`src/hw/rv_defines.svh`:
```
`ifndef RV_DEFINES_SVH
`define RV_DEFINES_SVH

// Data path and address width
`define XLEN 32

// Register number width
`define REG_ADDR_W 5

// Architectural register count
`define NUM_REGS 32

// Major opcode field width
`define OPCODE_W 7

// First fetch address after reset
`define RESET_PC 0

// Sequential PC step
`define INSN_BYTES 4

`endif

```
`src/hw/rv_pkg.sv`:
```
`include "rv_defines.svh"

package rv_pkg;

  // RV32 major opcodes, bits [6:0] of the instruction
  typedef enum logic [`OPCODE_W-1:0] {
    OPC_LOAD     = 7'b0000011,
    OPC_STORE    = 7'b0100011,
    OPC_BRANCH   = 7'b1100011,
    OPC_JALR     = 7'b1100111,
    OPC_MISC_MEM = 7'b0001111,
    OPC_JAL      = 7'b1101111,
    OPC_OP_IMM   = 7'b0010011,
    OPC_OP       = 7'b0110011,
    OPC_SYSTEM   = 7'b1110011,
    OPC_AUIPC    = 7'b0010111,
    OPC_LUI      = 7'b0110111
  } opcode_e;

  typedef enum logic [3:0] {
    ALU_ADD,
    ALU_SUB,
    ALU_SLL,
    ALU_SLT,
    ALU_SLTU,
    ALU_XOR,
    ALU_SRL,
    ALU_SRA,
    ALU_OR,
    ALU_AND
  } alu_op_e;

  // Next-PC selection, nine cases so four bits
  typedef enum logic [3:0] {
    BR_NONE,
    BR_EQ,
    BR_NE,
    BR_LT,
    BR_GE,
    BR_LTU,
    BR_GEU,
    BR_JUMP,     // JAL, PC relative
    BR_JUMP_REG  // JALR, rs1 relative
  } branch_cond_e;

  typedef enum logic [1:0] {
    WB_ALU,
    WB_LINK,
    WB_IMM
  } wb_sel_e;

endpackage

```
`src/hw/rv_decoder.sv`:
```
`timescale 1ns/1ps
`include "rv_defines.svh"

module rv_decoder
  import rv_pkg::*;
(
  input  logic [`XLEN-1:0]       i_insn,
  input  logic                   i_halted,
  output logic [`REG_ADDR_W-1:0] o_rs1,
  output logic [`REG_ADDR_W-1:0] o_rs2,
  output logic [`REG_ADDR_W-1:0] o_rd,
  output logic [`XLEN-1:0]       o_imm,
  output alu_op_e                o_alu_op,
  output logic                   o_src_b_imm,
  output logic                   o_src_a_pc,
  output branch_cond_e           o_branch,
  output wb_sel_e                o_wb_sel,
  output logic                   o_wb_en,
  output logic                   o_halt_req,
  output logic                   o_illegal
);

  opcode_e          opcode;
  logic [2:0]       funct3;
  logic [6:0]       funct7;
  logic [`XLEN-1:0] imm_i;
  logic [`XLEN-1:0] imm_b;
  logic [`XLEN-1:0] imm_j;
  logic [`XLEN-1:0] imm_u;
  logic             writes_rd;
  logic             bad_insn;

  assign opcode = opcode_e'(i_insn[`OPCODE_W-1:0]);
  assign funct3 = i_insn[14:12];
  assign funct7 = i_insn[31:25];
  assign o_rd   = i_insn[11:7];
  assign o_rs1  = i_insn[19:15];
  assign o_rs2  = i_insn[24:20];

  // Sign-extended immediates, bit 31 is always the sign
  assign imm_i = {{20{i_insn[31]}}, i_insn[31:20]};
  assign imm_b = {{20{i_insn[31]}}, i_insn[7], i_insn[30:25], i_insn[11:8], 1'b0};
  assign imm_j = {{12{i_insn[31]}}, i_insn[19:12], i_insn[20], i_insn[30:21], 1'b0};
  assign imm_u = {i_insn[31:12], 12'b0};

  always_comb begin
    o_imm       = imm_i;
    o_alu_op    = ALU_ADD;
    o_src_b_imm = 1'b0;
    o_src_a_pc  = 1'b0;
    o_branch    = BR_NONE;
    o_wb_sel    = WB_ALU;
    o_halt_req  = 1'b0;
    writes_rd   = 1'b0;
    bad_insn    = 1'b0;

    case (opcode)
      OPC_LUI: begin
        o_imm     = imm_u;
        o_wb_sel  = WB_IMM;
        writes_rd = 1'b1;
      end
      OPC_AUIPC: begin
        o_imm       = imm_u;
        o_src_a_pc  = 1'b1; // PC plus upper immediate
        o_src_b_imm = 1'b1;
        writes_rd   = 1'b1;
      end
      OPC_JAL: begin
        o_imm     = imm_j;
        o_branch  = BR_JUMP;
        o_wb_sel  = WB_LINK;
        writes_rd = 1'b1;
      end
      OPC_JALR: begin
        o_branch  = BR_JUMP_REG;
        o_wb_sel  = WB_LINK;
        writes_rd = 1'b1;
        bad_insn  = (funct3 != 3'b000);
      end
      OPC_BRANCH: begin
        o_imm = imm_b;
        case (funct3)
          3'b000:  o_branch = BR_EQ;
          3'b001:  o_branch = BR_NE;
          3'b100:  o_branch = BR_LT;
          3'b101:  o_branch = BR_GE;
          3'b110:  o_branch = BR_LTU;
          3'b111:  o_branch = BR_GEU;
          default: bad_insn = 1'b1;
        endcase
      end
      OPC_OP_IMM: begin
        o_src_b_imm = 1'b1;
        writes_rd   = 1'b1;
        case (funct3)
          3'b000: o_alu_op = ALU_ADD;
          3'b010: o_alu_op = ALU_SLT;
          3'b011: o_alu_op = ALU_SLTU;
          3'b100: o_alu_op = ALU_XOR;
          3'b110: o_alu_op = ALU_OR;
          3'b111: o_alu_op = ALU_AND;
          3'b001: begin
            o_alu_op = ALU_SLL;
            bad_insn = (funct7 != 7'h00);
          end
          default: begin // Shift right, funct7 picks the fill
            if (funct7 == 7'h00) begin
              o_alu_op = ALU_SRL;
            end else if (funct7 == 7'h20) begin
              o_alu_op = ALU_SRA;
            end else begin
              bad_insn = 1'b1;
            end
          end
        endcase
      end
      OPC_OP: begin
        writes_rd = 1'b1;
        case ({funct7, funct3})
          {7'h00, 3'b000}: o_alu_op = ALU_ADD;
          {7'h20, 3'b000}: o_alu_op = ALU_SUB;
          {7'h00, 3'b001}: o_alu_op = ALU_SLL;
          {7'h00, 3'b010}: o_alu_op = ALU_SLT;
          {7'h00, 3'b011}: o_alu_op = ALU_SLTU;
          {7'h00, 3'b100}: o_alu_op = ALU_XOR;
          {7'h00, 3'b101}: o_alu_op = ALU_SRL;
          {7'h20, 3'b101}: o_alu_op = ALU_SRA;
          {7'h00, 3'b110}: o_alu_op = ALU_OR;
          {7'h00, 3'b111}: o_alu_op = ALU_AND;
          default:         bad_insn = 1'b1; // M extension lands here too
        endcase
      end
      OPC_MISC_MEM: begin
        bad_insn = (funct3 != 3'b000); // Plain FENCE is a no-op
      end
      OPC_SYSTEM: begin
        if (i_insn[31:7] == 25'd0) begin
          o_halt_req = 1'b1; // ECALL
        end else begin
          bad_insn = 1'b1;
        end
      end
      default: bad_insn = 1'b1; // Loads, stores, unknown opcodes
    endcase
  end

  assign o_wb_en   = writes_rd && !bad_insn && !i_halted && (o_rd != '0);
  assign o_illegal = bad_insn && !i_halted;

endmodule

```
`src/hw/rv_regfile.sv`:
```
`timescale 1ns/1ps
`include "rv_defines.svh"

module rv_regfile (
  input  logic                   clk,
  input  logic                   rst,
  input  logic                   i_we,
  input  logic [`REG_ADDR_W-1:0] i_rd,
  input  logic [`XLEN-1:0]       i_rd_data,
  input  logic [`REG_ADDR_W-1:0] i_rs1,
  input  logic [`REG_ADDR_W-1:0] i_rs2,
  output logic [`XLEN-1:0]       o_rs1_data,
  output logic [`XLEN-1:0]       o_rs2_data
);

  logic [`XLEN-1:0] regs [`NUM_REGS];

  always_ff @(posedge clk or posedge rst) begin
    if (rst) begin
      for (int idx = 0; idx < `NUM_REGS; idx++) begin
        regs[idx] <= '0;
      end
    end else if (i_we && i_rd != '0) begin
      regs[i_rd] <= i_rd_data;
    end
  end

  // x0 reads as zero whatever the array holds
  assign o_rs1_data = (i_rs1 == '0) ? '0 : regs[i_rs1];
  assign o_rs2_data = (i_rs2 == '0) ? '0 : regs[i_rs2];

  // Decoder must already have dropped writes to x0
  assert property (@(posedge clk) disable iff (rst) !(i_we && i_rd == '0));

endmodule

```
`src/hw/rv_alu.sv`:
```
`timescale 1ns/1ps
`include "rv_defines.svh"

module rv_alu
  import rv_pkg::*;
(
  input  alu_op_e          i_op,
  input  logic [`XLEN-1:0] i_a,
  input  logic [`XLEN-1:0] i_b,
  output logic [`XLEN-1:0] o_result
);

  logic [4:0]       shamt;
  logic             lt_signed;
  logic             lt_unsigned;
  logic [`XLEN-1:0] sum;
  logic [`XLEN-1:0] diff;

  assign shamt = i_b[4:0]; // Only five bits count in RV32

  assign sum  = i_a + i_b;
  assign diff = i_a - i_b;

  // The two compares differ only when the sign bits differ
  assign lt_signed   = $signed(i_a) < $signed(i_b);
  assign lt_unsigned = i_a < i_b;

  always_comb begin
    case (i_op)
      ALU_ADD:  o_result = sum;
      ALU_SUB:  o_result = diff;
      ALU_SLL:  o_result = i_a << shamt;
      ALU_SLT:  o_result = {{(`XLEN-1){1'b0}}, lt_signed};
      ALU_SLTU: o_result = {{(`XLEN-1){1'b0}}, lt_unsigned};
      ALU_XOR:  o_result = i_a ^ i_b;
      ALU_SRL:  o_result = i_a >> shamt;
      ALU_SRA:  o_result = $unsigned($signed(i_a) >>> shamt); // Sign fill
      ALU_OR:   o_result = i_a | i_b;
      ALU_AND:  o_result = i_a & i_b;
      default:  o_result = sum;
    endcase
  end

endmodule

```
`src/hw/rv_pc_unit.sv`:
```
`timescale 1ns/1ps
`include "rv_defines.svh"

module rv_pc_unit
  import rv_pkg::*;
(
  input  logic             clk,
  input  logic             rst,
  input  branch_cond_e     i_cond,
  input  logic [`XLEN-1:0] i_rs1_data,
  input  logic [`XLEN-1:0] i_rs2_data,
  input  logic [`XLEN-1:0] i_imm,
  input  logic             i_halt_req,
  output logic [`XLEN-1:0] o_pc,
  output logic [`XLEN-1:0] o_link,
  output logic             o_halted
);

  logic [`XLEN-1:0] pc_q;
  logic [`XLEN-1:0] pc_next;
  logic [`XLEN-1:0] pc_seq;
  logic [`XLEN-1:0] target_rel;
  logic [`XLEN-1:0] jalr_sum;
  logic             halted_q;
  logic             taken;

  assign pc_seq     = pc_q + `XLEN'(`INSN_BYTES);
  assign target_rel = pc_q + i_imm;     // Branches and JAL
  assign jalr_sum   = i_rs1_data + i_imm;

  always_comb begin
    case (i_cond)
      BR_EQ:       taken = (i_rs1_data == i_rs2_data);
      BR_NE:       taken = (i_rs1_data != i_rs2_data);
      BR_LT:       taken = ($signed(i_rs1_data) < $signed(i_rs2_data));
      BR_GE:       taken = ($signed(i_rs1_data) >= $signed(i_rs2_data));
      BR_LTU:      taken = (i_rs1_data < i_rs2_data);
      BR_GEU:      taken = (i_rs1_data >= i_rs2_data);
      BR_JUMP:     taken = 1'b1;
      BR_JUMP_REG: taken = 1'b1;
      default:     taken = 1'b0;
    endcase
  end

  always_comb begin
    if (i_cond == BR_JUMP_REG) begin
      pc_next = {jalr_sum[`XLEN-1:1], 1'b0}; // JALR drops bit 0
    end else if (taken) begin
      pc_next = target_rel;
    end else begin
      pc_next = pc_seq;
    end
  end

  always_ff @(posedge clk or posedge rst) begin
    if (rst) begin
      pc_q     <= `XLEN'(`RESET_PC);
      halted_q <= 1'b0;
    end else begin
      if (!halted_q) begin
        pc_q <= pc_next;
      end
      if (i_halt_req) begin
        halted_q <= 1'b1; // Sticky until reset
      end
    end
  end

  assign o_pc     = pc_q;
  assign o_link   = pc_seq;
  assign o_halted = halted_q;

  assert property (@(posedge clk) disable iff (rst) o_pc[1:0] == 2'b00);

endmodule

```
`src/hw/rv_core.sv`:
```
`timescale 1ns/1ps
`include "rv_defines.svh"

module rv_core
  import rv_pkg::*;
(
  input  logic                   clk,
  input  logic                   rst,
  input  logic [`XLEN-1:0]       i_insn,
  output logic [`XLEN-1:0]       o_pc,
  output logic                   o_wb_en,
  output logic [`REG_ADDR_W-1:0] o_wb_rd,
  output logic [`XLEN-1:0]       o_wb_data,
  output logic                   o_illegal,
  output logic                   o_halt
);

  logic [`REG_ADDR_W-1:0] rs1;
  logic [`REG_ADDR_W-1:0] rs2;
  logic [`REG_ADDR_W-1:0] rd;
  logic [`XLEN-1:0]       imm;
  alu_op_e                alu_op;
  logic                   src_b_imm;
  logic                   src_a_pc;
  branch_cond_e           branch;
  wb_sel_e                wb_sel;
  logic                   wb_en;
  logic                   halt_req;
  logic                   halted;
  logic [`XLEN-1:0]       rs1_data;
  logic [`XLEN-1:0]       rs2_data;
  logic [`XLEN-1:0]       alu_a;
  logic [`XLEN-1:0]       alu_b;
  logic [`XLEN-1:0]       alu_result;
  logic [`XLEN-1:0]       link;
  logic [`XLEN-1:0]       pc;
  logic [`XLEN-1:0]       wb_data;

  rv_decoder u_decoder (
    .i_insn      (i_insn),
    .i_halted    (halted),
    .o_rs1       (rs1),
    .o_rs2       (rs2),
    .o_rd        (rd),
    .o_imm       (imm),
    .o_alu_op    (alu_op),
    .o_src_b_imm (src_b_imm),
    .o_src_a_pc  (src_a_pc),
    .o_branch    (branch),
    .o_wb_sel    (wb_sel),
    .o_wb_en     (wb_en),
    .o_halt_req  (halt_req),
    .o_illegal   (o_illegal)
  );

  rv_regfile u_regfile (
    .clk        (clk),
    .rst        (rst),
    .i_we       (wb_en),
    .i_rd       (rd),
    .i_rd_data  (wb_data),
    .i_rs1      (rs1),
    .i_rs2      (rs2),
    .o_rs1_data (rs1_data),
    .o_rs2_data (rs2_data)
  );

  assign alu_a = src_a_pc ? pc : rs1_data;   // AUIPC takes the PC
  assign alu_b = src_b_imm ? imm : rs2_data;

  rv_alu u_alu (
    .i_op     (alu_op),
    .i_a      (alu_a),
    .i_b      (alu_b),
    .o_result (alu_result)
  );

  rv_pc_unit u_pc_unit (
    .clk        (clk),
    .rst        (rst),
    .i_cond     (branch),
    .i_rs1_data (rs1_data),
    .i_rs2_data (rs2_data),
    .i_imm      (imm),
    .i_halt_req (halt_req),
    .o_pc       (pc),
    .o_link     (link),
    .o_halted   (halted)
  );

  always_comb begin
    case (wb_sel)
      WB_LINK: wb_data = link;
      WB_IMM:  wb_data = imm; // LUI
      default: wb_data = alu_result;
    endcase
  end

  // Commit trace mirrors the register file write port
  assign o_pc      = pc;
  assign o_wb_en   = wb_en;
  assign o_wb_rd   = rd;
  assign o_wb_data = wb_data;
  assign o_halt    = halted;

  // Once halted nothing retires and nothing is flagged
  assert property (@(posedge clk) disable iff (rst) o_halt |-> !o_wb_en && !o_illegal);

endmodule

```
`config.mk`:
```
export PLATFORM = sky130hd
export DESIGN_NAME = rv_core
export DESIGN_NICKNAME = d
export VERILOG_FILES = /design/src/hw/rv_pkg.sv /design/src/hw/rv_decoder.sv /design/src/hw/rv_regfile.sv /design/src/hw/rv_alu.sv /design/src/hw/rv_pc_unit.sv /design/src/hw/rv_core.sv
export VERILOG_INCLUDE_DIRS = /design/src /design/src/hw
export SDC_FILE = /design/constraint.sdc
export NUM_CORES = 2
export LEC_CHECK = 0
export BUFFER_PORTS_ARGS = -buffer_cell sky130_fd_sc_hd__buf_2
export CORE_AREA = 2 2 331 333
export CTS_CLUSTER_DIAMETER = 200
export CTS_CLUSTER_SIZE = 10
export DETAILED_ROUTE_END_ITERATION = 8
export DIE_AREA = 0 0 333 335
export GPL_TIMING_DRIVEN = 0
export PLACE_DENSITY = 0.95
export SETUP_SLACK_MARGIN = 0.02
export SYNTH_ARGS = -nofsm -noshare
export SYNTH_HDL_FRONTEND = slang
export SYNTH_HIERARCHICAL = 1
export SYNTH_SLANG_ARGS = --single-unit
```
`constraint.sdc`:
```
create_clock -name clk -period 92.8 [get_ports clk]
set_input_delay 18.56 -clock clk [delete_from_list [all_inputs] [get_ports clk]]
set_output_delay 18.56 -clock clk [all_outputs]
set_load 0.02 [all_outputs]
```
==> impl_results.md, run 1 <==
- Seq/Total Area, Yosys: between 30% and 40%
- Post-CTS resize count: 0
- Clock root buffer: clkbuf_16
- Post-CTS setup buffer count: 0
- Initial core utilization: 67.33%
- #FFs+latches synth: ~1.1k
- Post-synth EDFFs: 0
- H-tree Lvls: 3
- Placed inst area: between 70000 and 80000 µm²
- Die W: ~330 µm
- Hpwl dp: between 200000 and 300000 µm
- Log Error: [ERROR GRT-0232] Routing congestion too high. Check the congestion heatmap in the GUI.
- GRT Residual Overflow: 3
- Largest net degree at the start of global routing: about 130
- Prevailing post-synth register cell: dfrtp_1
- Syn nets: around 6.4k
- Yosys Warn Count: 6
- Top cells by area, synth: dfrtp_1 36%, mux2_2 16%, mux4_2 14%, mux2i_1 4.5%, ha_1 3.3%
- Yosys top cell area share: roughly 36%
- Stopped at: global routing (5_1_grt)
- Async SR Flop Fraction: 100.0%
- Bufs on Longest Clock Path: 3
- Number of buffers created by CTS: around 120
- Distinct cells, synth: around 110
- Die Height: ~340 µm
- TritonCTS Sinks: ~1.1k
- GP Congestion: ~1.2
- Outcome: stopped before the end
- IO Pins: about 110
- GRT Resource Usage Total: between 70% and 80%
- Synth Area per Inst: between 10 and 15 µm²
- CTS Hold Bufs: 0
- Mapped Area: just over 70000 µm²
- Post-synth top area cell: dfrtp_1
- IO buf count: 103
- Initial antenna violation count: 50
- Rows: approximately 120
- Synth Instances: 6157
==> Yosys cell counts (75+ instances only) <==
library cell and number:
dfrtp_1 1057, o21ai_0 132, nor2b_1 75, a211oi_1 86, nand2_1 276, ha_1 193
nor2_1 220, clkbuf_1 319, mux4_2 451, a22oi_1 144, mux2i_1 330, mux2_2 1060
nor3_1 104, a21oi_1 236, buf_2 121, inv_1 154
==> kinds of logic after synthesis <==
kind of cell | after synthesis | share of synthesized area [%]
flip-flops | 1057 | 36.34
buffers and inverters | 764 | 5.137
multiplexers | 1902 | 36.15
XOR/XNOR | 83 | 0.9989
AND/OR/NAND/NOR | 983 | 6.655
adder cells (fa/ha/maj) | 197 | 3.428
AO/OA/AOI/OAI | 1171 | 11.28
==> layer usage <==
metal	GRT overflow	track usage [%]
met5	0	38.04
met4	3	74.18
met3	0	61.84
met2	0	90.57
met1	0	75.24
==> stage by stage <==
stage	utilization [%]	setup WS [ns]	cells
after CTS	72.76	45.32	7826
after detailed placement	69.97	45.39	7703
after global placement	69.44	35.87	7674
after floorplan	-	45.42	6157
==> run 2: changes to the inputs <==
--- a/config.mk
+++ b/config.mk
@@ -7,14 +7,11 @@
 export NUM_CORES = 2
 export LEC_CHECK = 0
 export BUFFER_PORTS_ARGS = -buffer_cell sky130_fd_sc_hd__buf_2
-export CORE_AREA = 2 2 331 333
-export CTS_CLUSTER_DIAMETER = 200
-export CTS_CLUSTER_SIZE = 10
+export CORE_AREA = 2 2 430 432
 export DETAILED_ROUTE_END_ITERATION = 8
-export DIE_AREA = 0 0 333 335
+export DIE_AREA = 0 0 432 434
 export GPL_TIMING_DRIVEN = 0
-export PLACE_DENSITY = 0.95
-export SETUP_SLACK_MARGIN = 0.02
+export PLACE_DENSITY_LB_ADDON = 0.15
 export SYNTH_ARGS = -nofsm -noshare
 export SYNTH_HDL_FRONTEND = slang
 export SYNTH_HIERARCHICAL = 1
==> run 2 against run 1 <==
The flow now finishes, with violations (max-capacitance violations, max-slew violations). Synthesized area stayed put. Synthesized cell count unchanged.
==> impl_results.md, run 2 <==
- Dpl cells: 8703 (+13%)
- Syn nets: 6388 (unchanged)
- Yosys Warn Count: 6 (unchanged)
- Share of layout cells above drive strength 1: 35.03%
- Area of the multi-input gates: between 40000 and 50000 µm²
- Vias per cell: between 6 and 7
- Worst Hold Class: reg -> reg
- Area Overhead vs Synth: 12.57%
- IO buf count: 103 (unchanged)
- FF-to-FF Start: u_regfile/regs[195]
- Worst EP required: 74.24 ns
- CORE AREA: 182500 µm²
- Worst slew margin: -14.41%
- Post-synth EDFFs: 0 (unchanged)
- Die Height: 434 µm (+30%)
- Synth Instances: 6157 (unchanged)
- Hpwl dp: 281800 µm (+8.1%)
- GP Congestion: 1.064 (-11%)
- #FFs+latches synth: 1057 (unchanged)
- Most frequent cell after synthesis: mux2_2
- Clock root buffer: clkbuf_16
- R2r worst-path depth: 22
- Commonest cells after routing, fill and taps aside: 1060 x mux2_2, 1057 x dfrtp_1, 451 x mux4_2
- Largest net degree at the start of global routing: about 130
- Vias in the first global route: about 60k
- Outcome: finished, violations left
- CP Max Fanout: 11
- GRT Resource Usage Total: ~40%
- Tmin final: 48.44 ns
- WS Path Type: in -> out
- Reg2Reg Setup Slack: between 80 and 90 ns
- Worst vdd ir: just over 20 µV
- Largest Register: u_regfile/regs
- Worst Hold Path Cells: 1
- Synth Area per Inst: 11.82 µm² (unchanged)
- CTS tree: built
- Final-report max-slew violation count: about 110
- Bufs on Longest Clock Path: 3 (unchanged)
- Layout Nets: 6686
- Clock-pin slew on the worst setup and hold paths: 0.05 ns
- Post-Layout Cell Count: just under 9k
- DRT Pass-1 Iters: 8
- Mapped Area: 72780 µm² (unchanged)
- PD cells: roughly 17 nW/µm²
- Min setup slack post-route: about 44 ns
- Post-CTS resize count: 0 (unchanged)
- Worst hold endpoint: u_regfile/regs[1007]
- Distinct cells, synth: 105 (unchanged)
- Number of flip-flops in the largest register: 1024
- GRT Residual Overflow: 0
- Global-route wire length before repair: a little over 500000 µm
- CP startpoint kind: primary input
- Post-layout util: 44.89%
- CP Capture Type: primary output
- Post-synth top area cell: dfrtp_1
- Achievable Freq: just over 0.02 GHz
- RSZ-0062 raised after global routing: no
- DRC: 0
- Final setup TNS: 0 ns
- Fin Clk Skew: ~0.048 ns
- Antenna viol nets, final: 0
- Failing checks: max-capacitance violations, max-slew violations
- Rows: 157 (+30%)
- CTS Hold Bufs: 0 (unchanged)
- Most frequent cells after synthesis: 1060 x mux2_2, 1057 x dfrtp_1, 451 x mux4_2, 330 x mux2i_1, 319 x clkbuf_1
- Pre-CTS WS: 44.54 ns (-0.8454 ns)
- Initial DRC count: a little under 8k
- Async SR Flop Fraction: 100.0% (unchanged)
- DR vias: just over 60k
- Yosys top cell area share: 36.34% (unchanged)
- Slew @ Worst Pin: 1.705 ns
- Critical Path AT: 29.88 ns
- Number of buffers created by CTS: 130 (+13%)
- Top cells by area, synth: dfrtp_1 36%, mux2_2 16%, mux4_2 14%, mux2i_1 4.5%, ha_1 3.3%
- Clock latency on the worst-skew pair: roughly 0.80 ns
- Wire length per cell: 42.38 µm
- Die area: between 150000 and 200000 µm²
- Prevailing post-synth register cell: dfrtp_1
- Final Power: roughly 1.4 mW
- Final setup viols: 0
- Max_cap viols: 15
- Post-CTS setup buffer count: 0 (unchanged)
- Seq/Total Area, Yosys: 36.34% (unchanged)
- R2R Path End: u_regfile/regs[573]
- Sequential Area: 26450 µm²
- Final worst-path cycle share: 52.20%
- IO Pins: 106 (unchanged)
- Drt total wl: approximately 380000 µm
- Most common cell after layout, fill and taps aside: mux2_2
- Static Leakage: roughly 37 nW
- Initial core utilization: 39.88% (-27 points)
- Die W: 432 µm (+30%)
- Min-delay src: u_regfile/regs[1007]
- Final hold violation count: 0
- Initial antenna violation count: 24
- Filler instances: around 17k
- H-tree Lvls: 4 (+1)
- TritonCTS Sinks: 1057 (unchanged)
run 2: cell counts after synthesis:
No cell type changed its count.
run 2: area by class of cell:
class	count	area share, %
buffer	603	3.832
timing repair buffer	166	1.608
inverter	161	0.7499
clock inverter	47	0.8400
multi-input combinational	4336	52.49
antenna	13	0.03971
tap	2385	3.642
clock buffer	184	4.516
sequential	1057	32.29
run 2: per-stage QoR:
step / hold WS, ns / cell area (µm²)
global placement: 0.4643 / 76280
global route: 0.5061 / 81900
detailed placement: 0.4719 / 77360
floorplan: 0.4413 / 72780
CTS: 0.4862 / 81750
finish: 0.4890 / 81920
run 2: how the worst max path moves through the flow:
stage	startpoint	to	depth (start not counted)
after detailed placement	i_insn[20]	o_wb_data[29]	25
final	i_insn[20]	o_wb_data[29]	25
after CTS	i_insn[20]	o_wb_data[29]	25
after floorplan	rst	u_regfile/regs[0]	1
after global placement	rst	u_regfile/regs[641]	2
after global routing	i_insn[20]	o_wb_data[29]	25
run 2: power breakdown:
part | internal (mW) | switching, mW
Clock | 0.309 | 0.222
Sequential | 0.468 | 0.0307
Combinational | 0.112 | 0.278
Total | 0.889 | 0.530
run 2: worst max-delay path: stages:
cell       delay (ns)
buf_2            0.22
buf_4            0.15
buf_2            0.33
buf_2            0.42
clkbuf_1         0.81
clkbuf_1         1.12
a211oi_1         0.47
nor4_2           0.92
mux2_4           0.37
clkbuf_1         0.46
inv_2            0.26
clkbuf_1         0.35
clkbuf_1         0.40
ha_1             0.50
inv_1            0.14
o2111ai_1        0.30
a2111oi_0        0.78
nor3_1           0.24
o31ai_1          0.82
a41oi_1          0.33
o211a_1          0.29
a31oi_1          0.50
nand2_1          0.10
o21ai_0          0.58
buf_2            0.36
run 2: per-layer routing:
layer / wire (µm) / up-vias / global-route usage, %
li1: - / 24160 / -
met1: 135800 / 31731 / 45.87
met2: 164200 / 3997 / 59.61
met3: 42140 / 1267 / 14.66
met4: 36150 / 30 / 31.97
met5: 1053 / - / 3.461
run 2: kinds of logic (layout without fill, tap and decap cells):
family	count (synthesis)	after routing	share of synthesized area [%]
flops	1057	1057	36.34
compound gates	1171	1171	11.28
xor+xnor	83	83	0.9989
fa+ha+maj	197	197	3.428
mux	1902	1902	36.15
simple gates	983	983	6.655
other cells	0	13	0
buf+inv	764	1161	5.137
(Power assumes the default switching activity.)
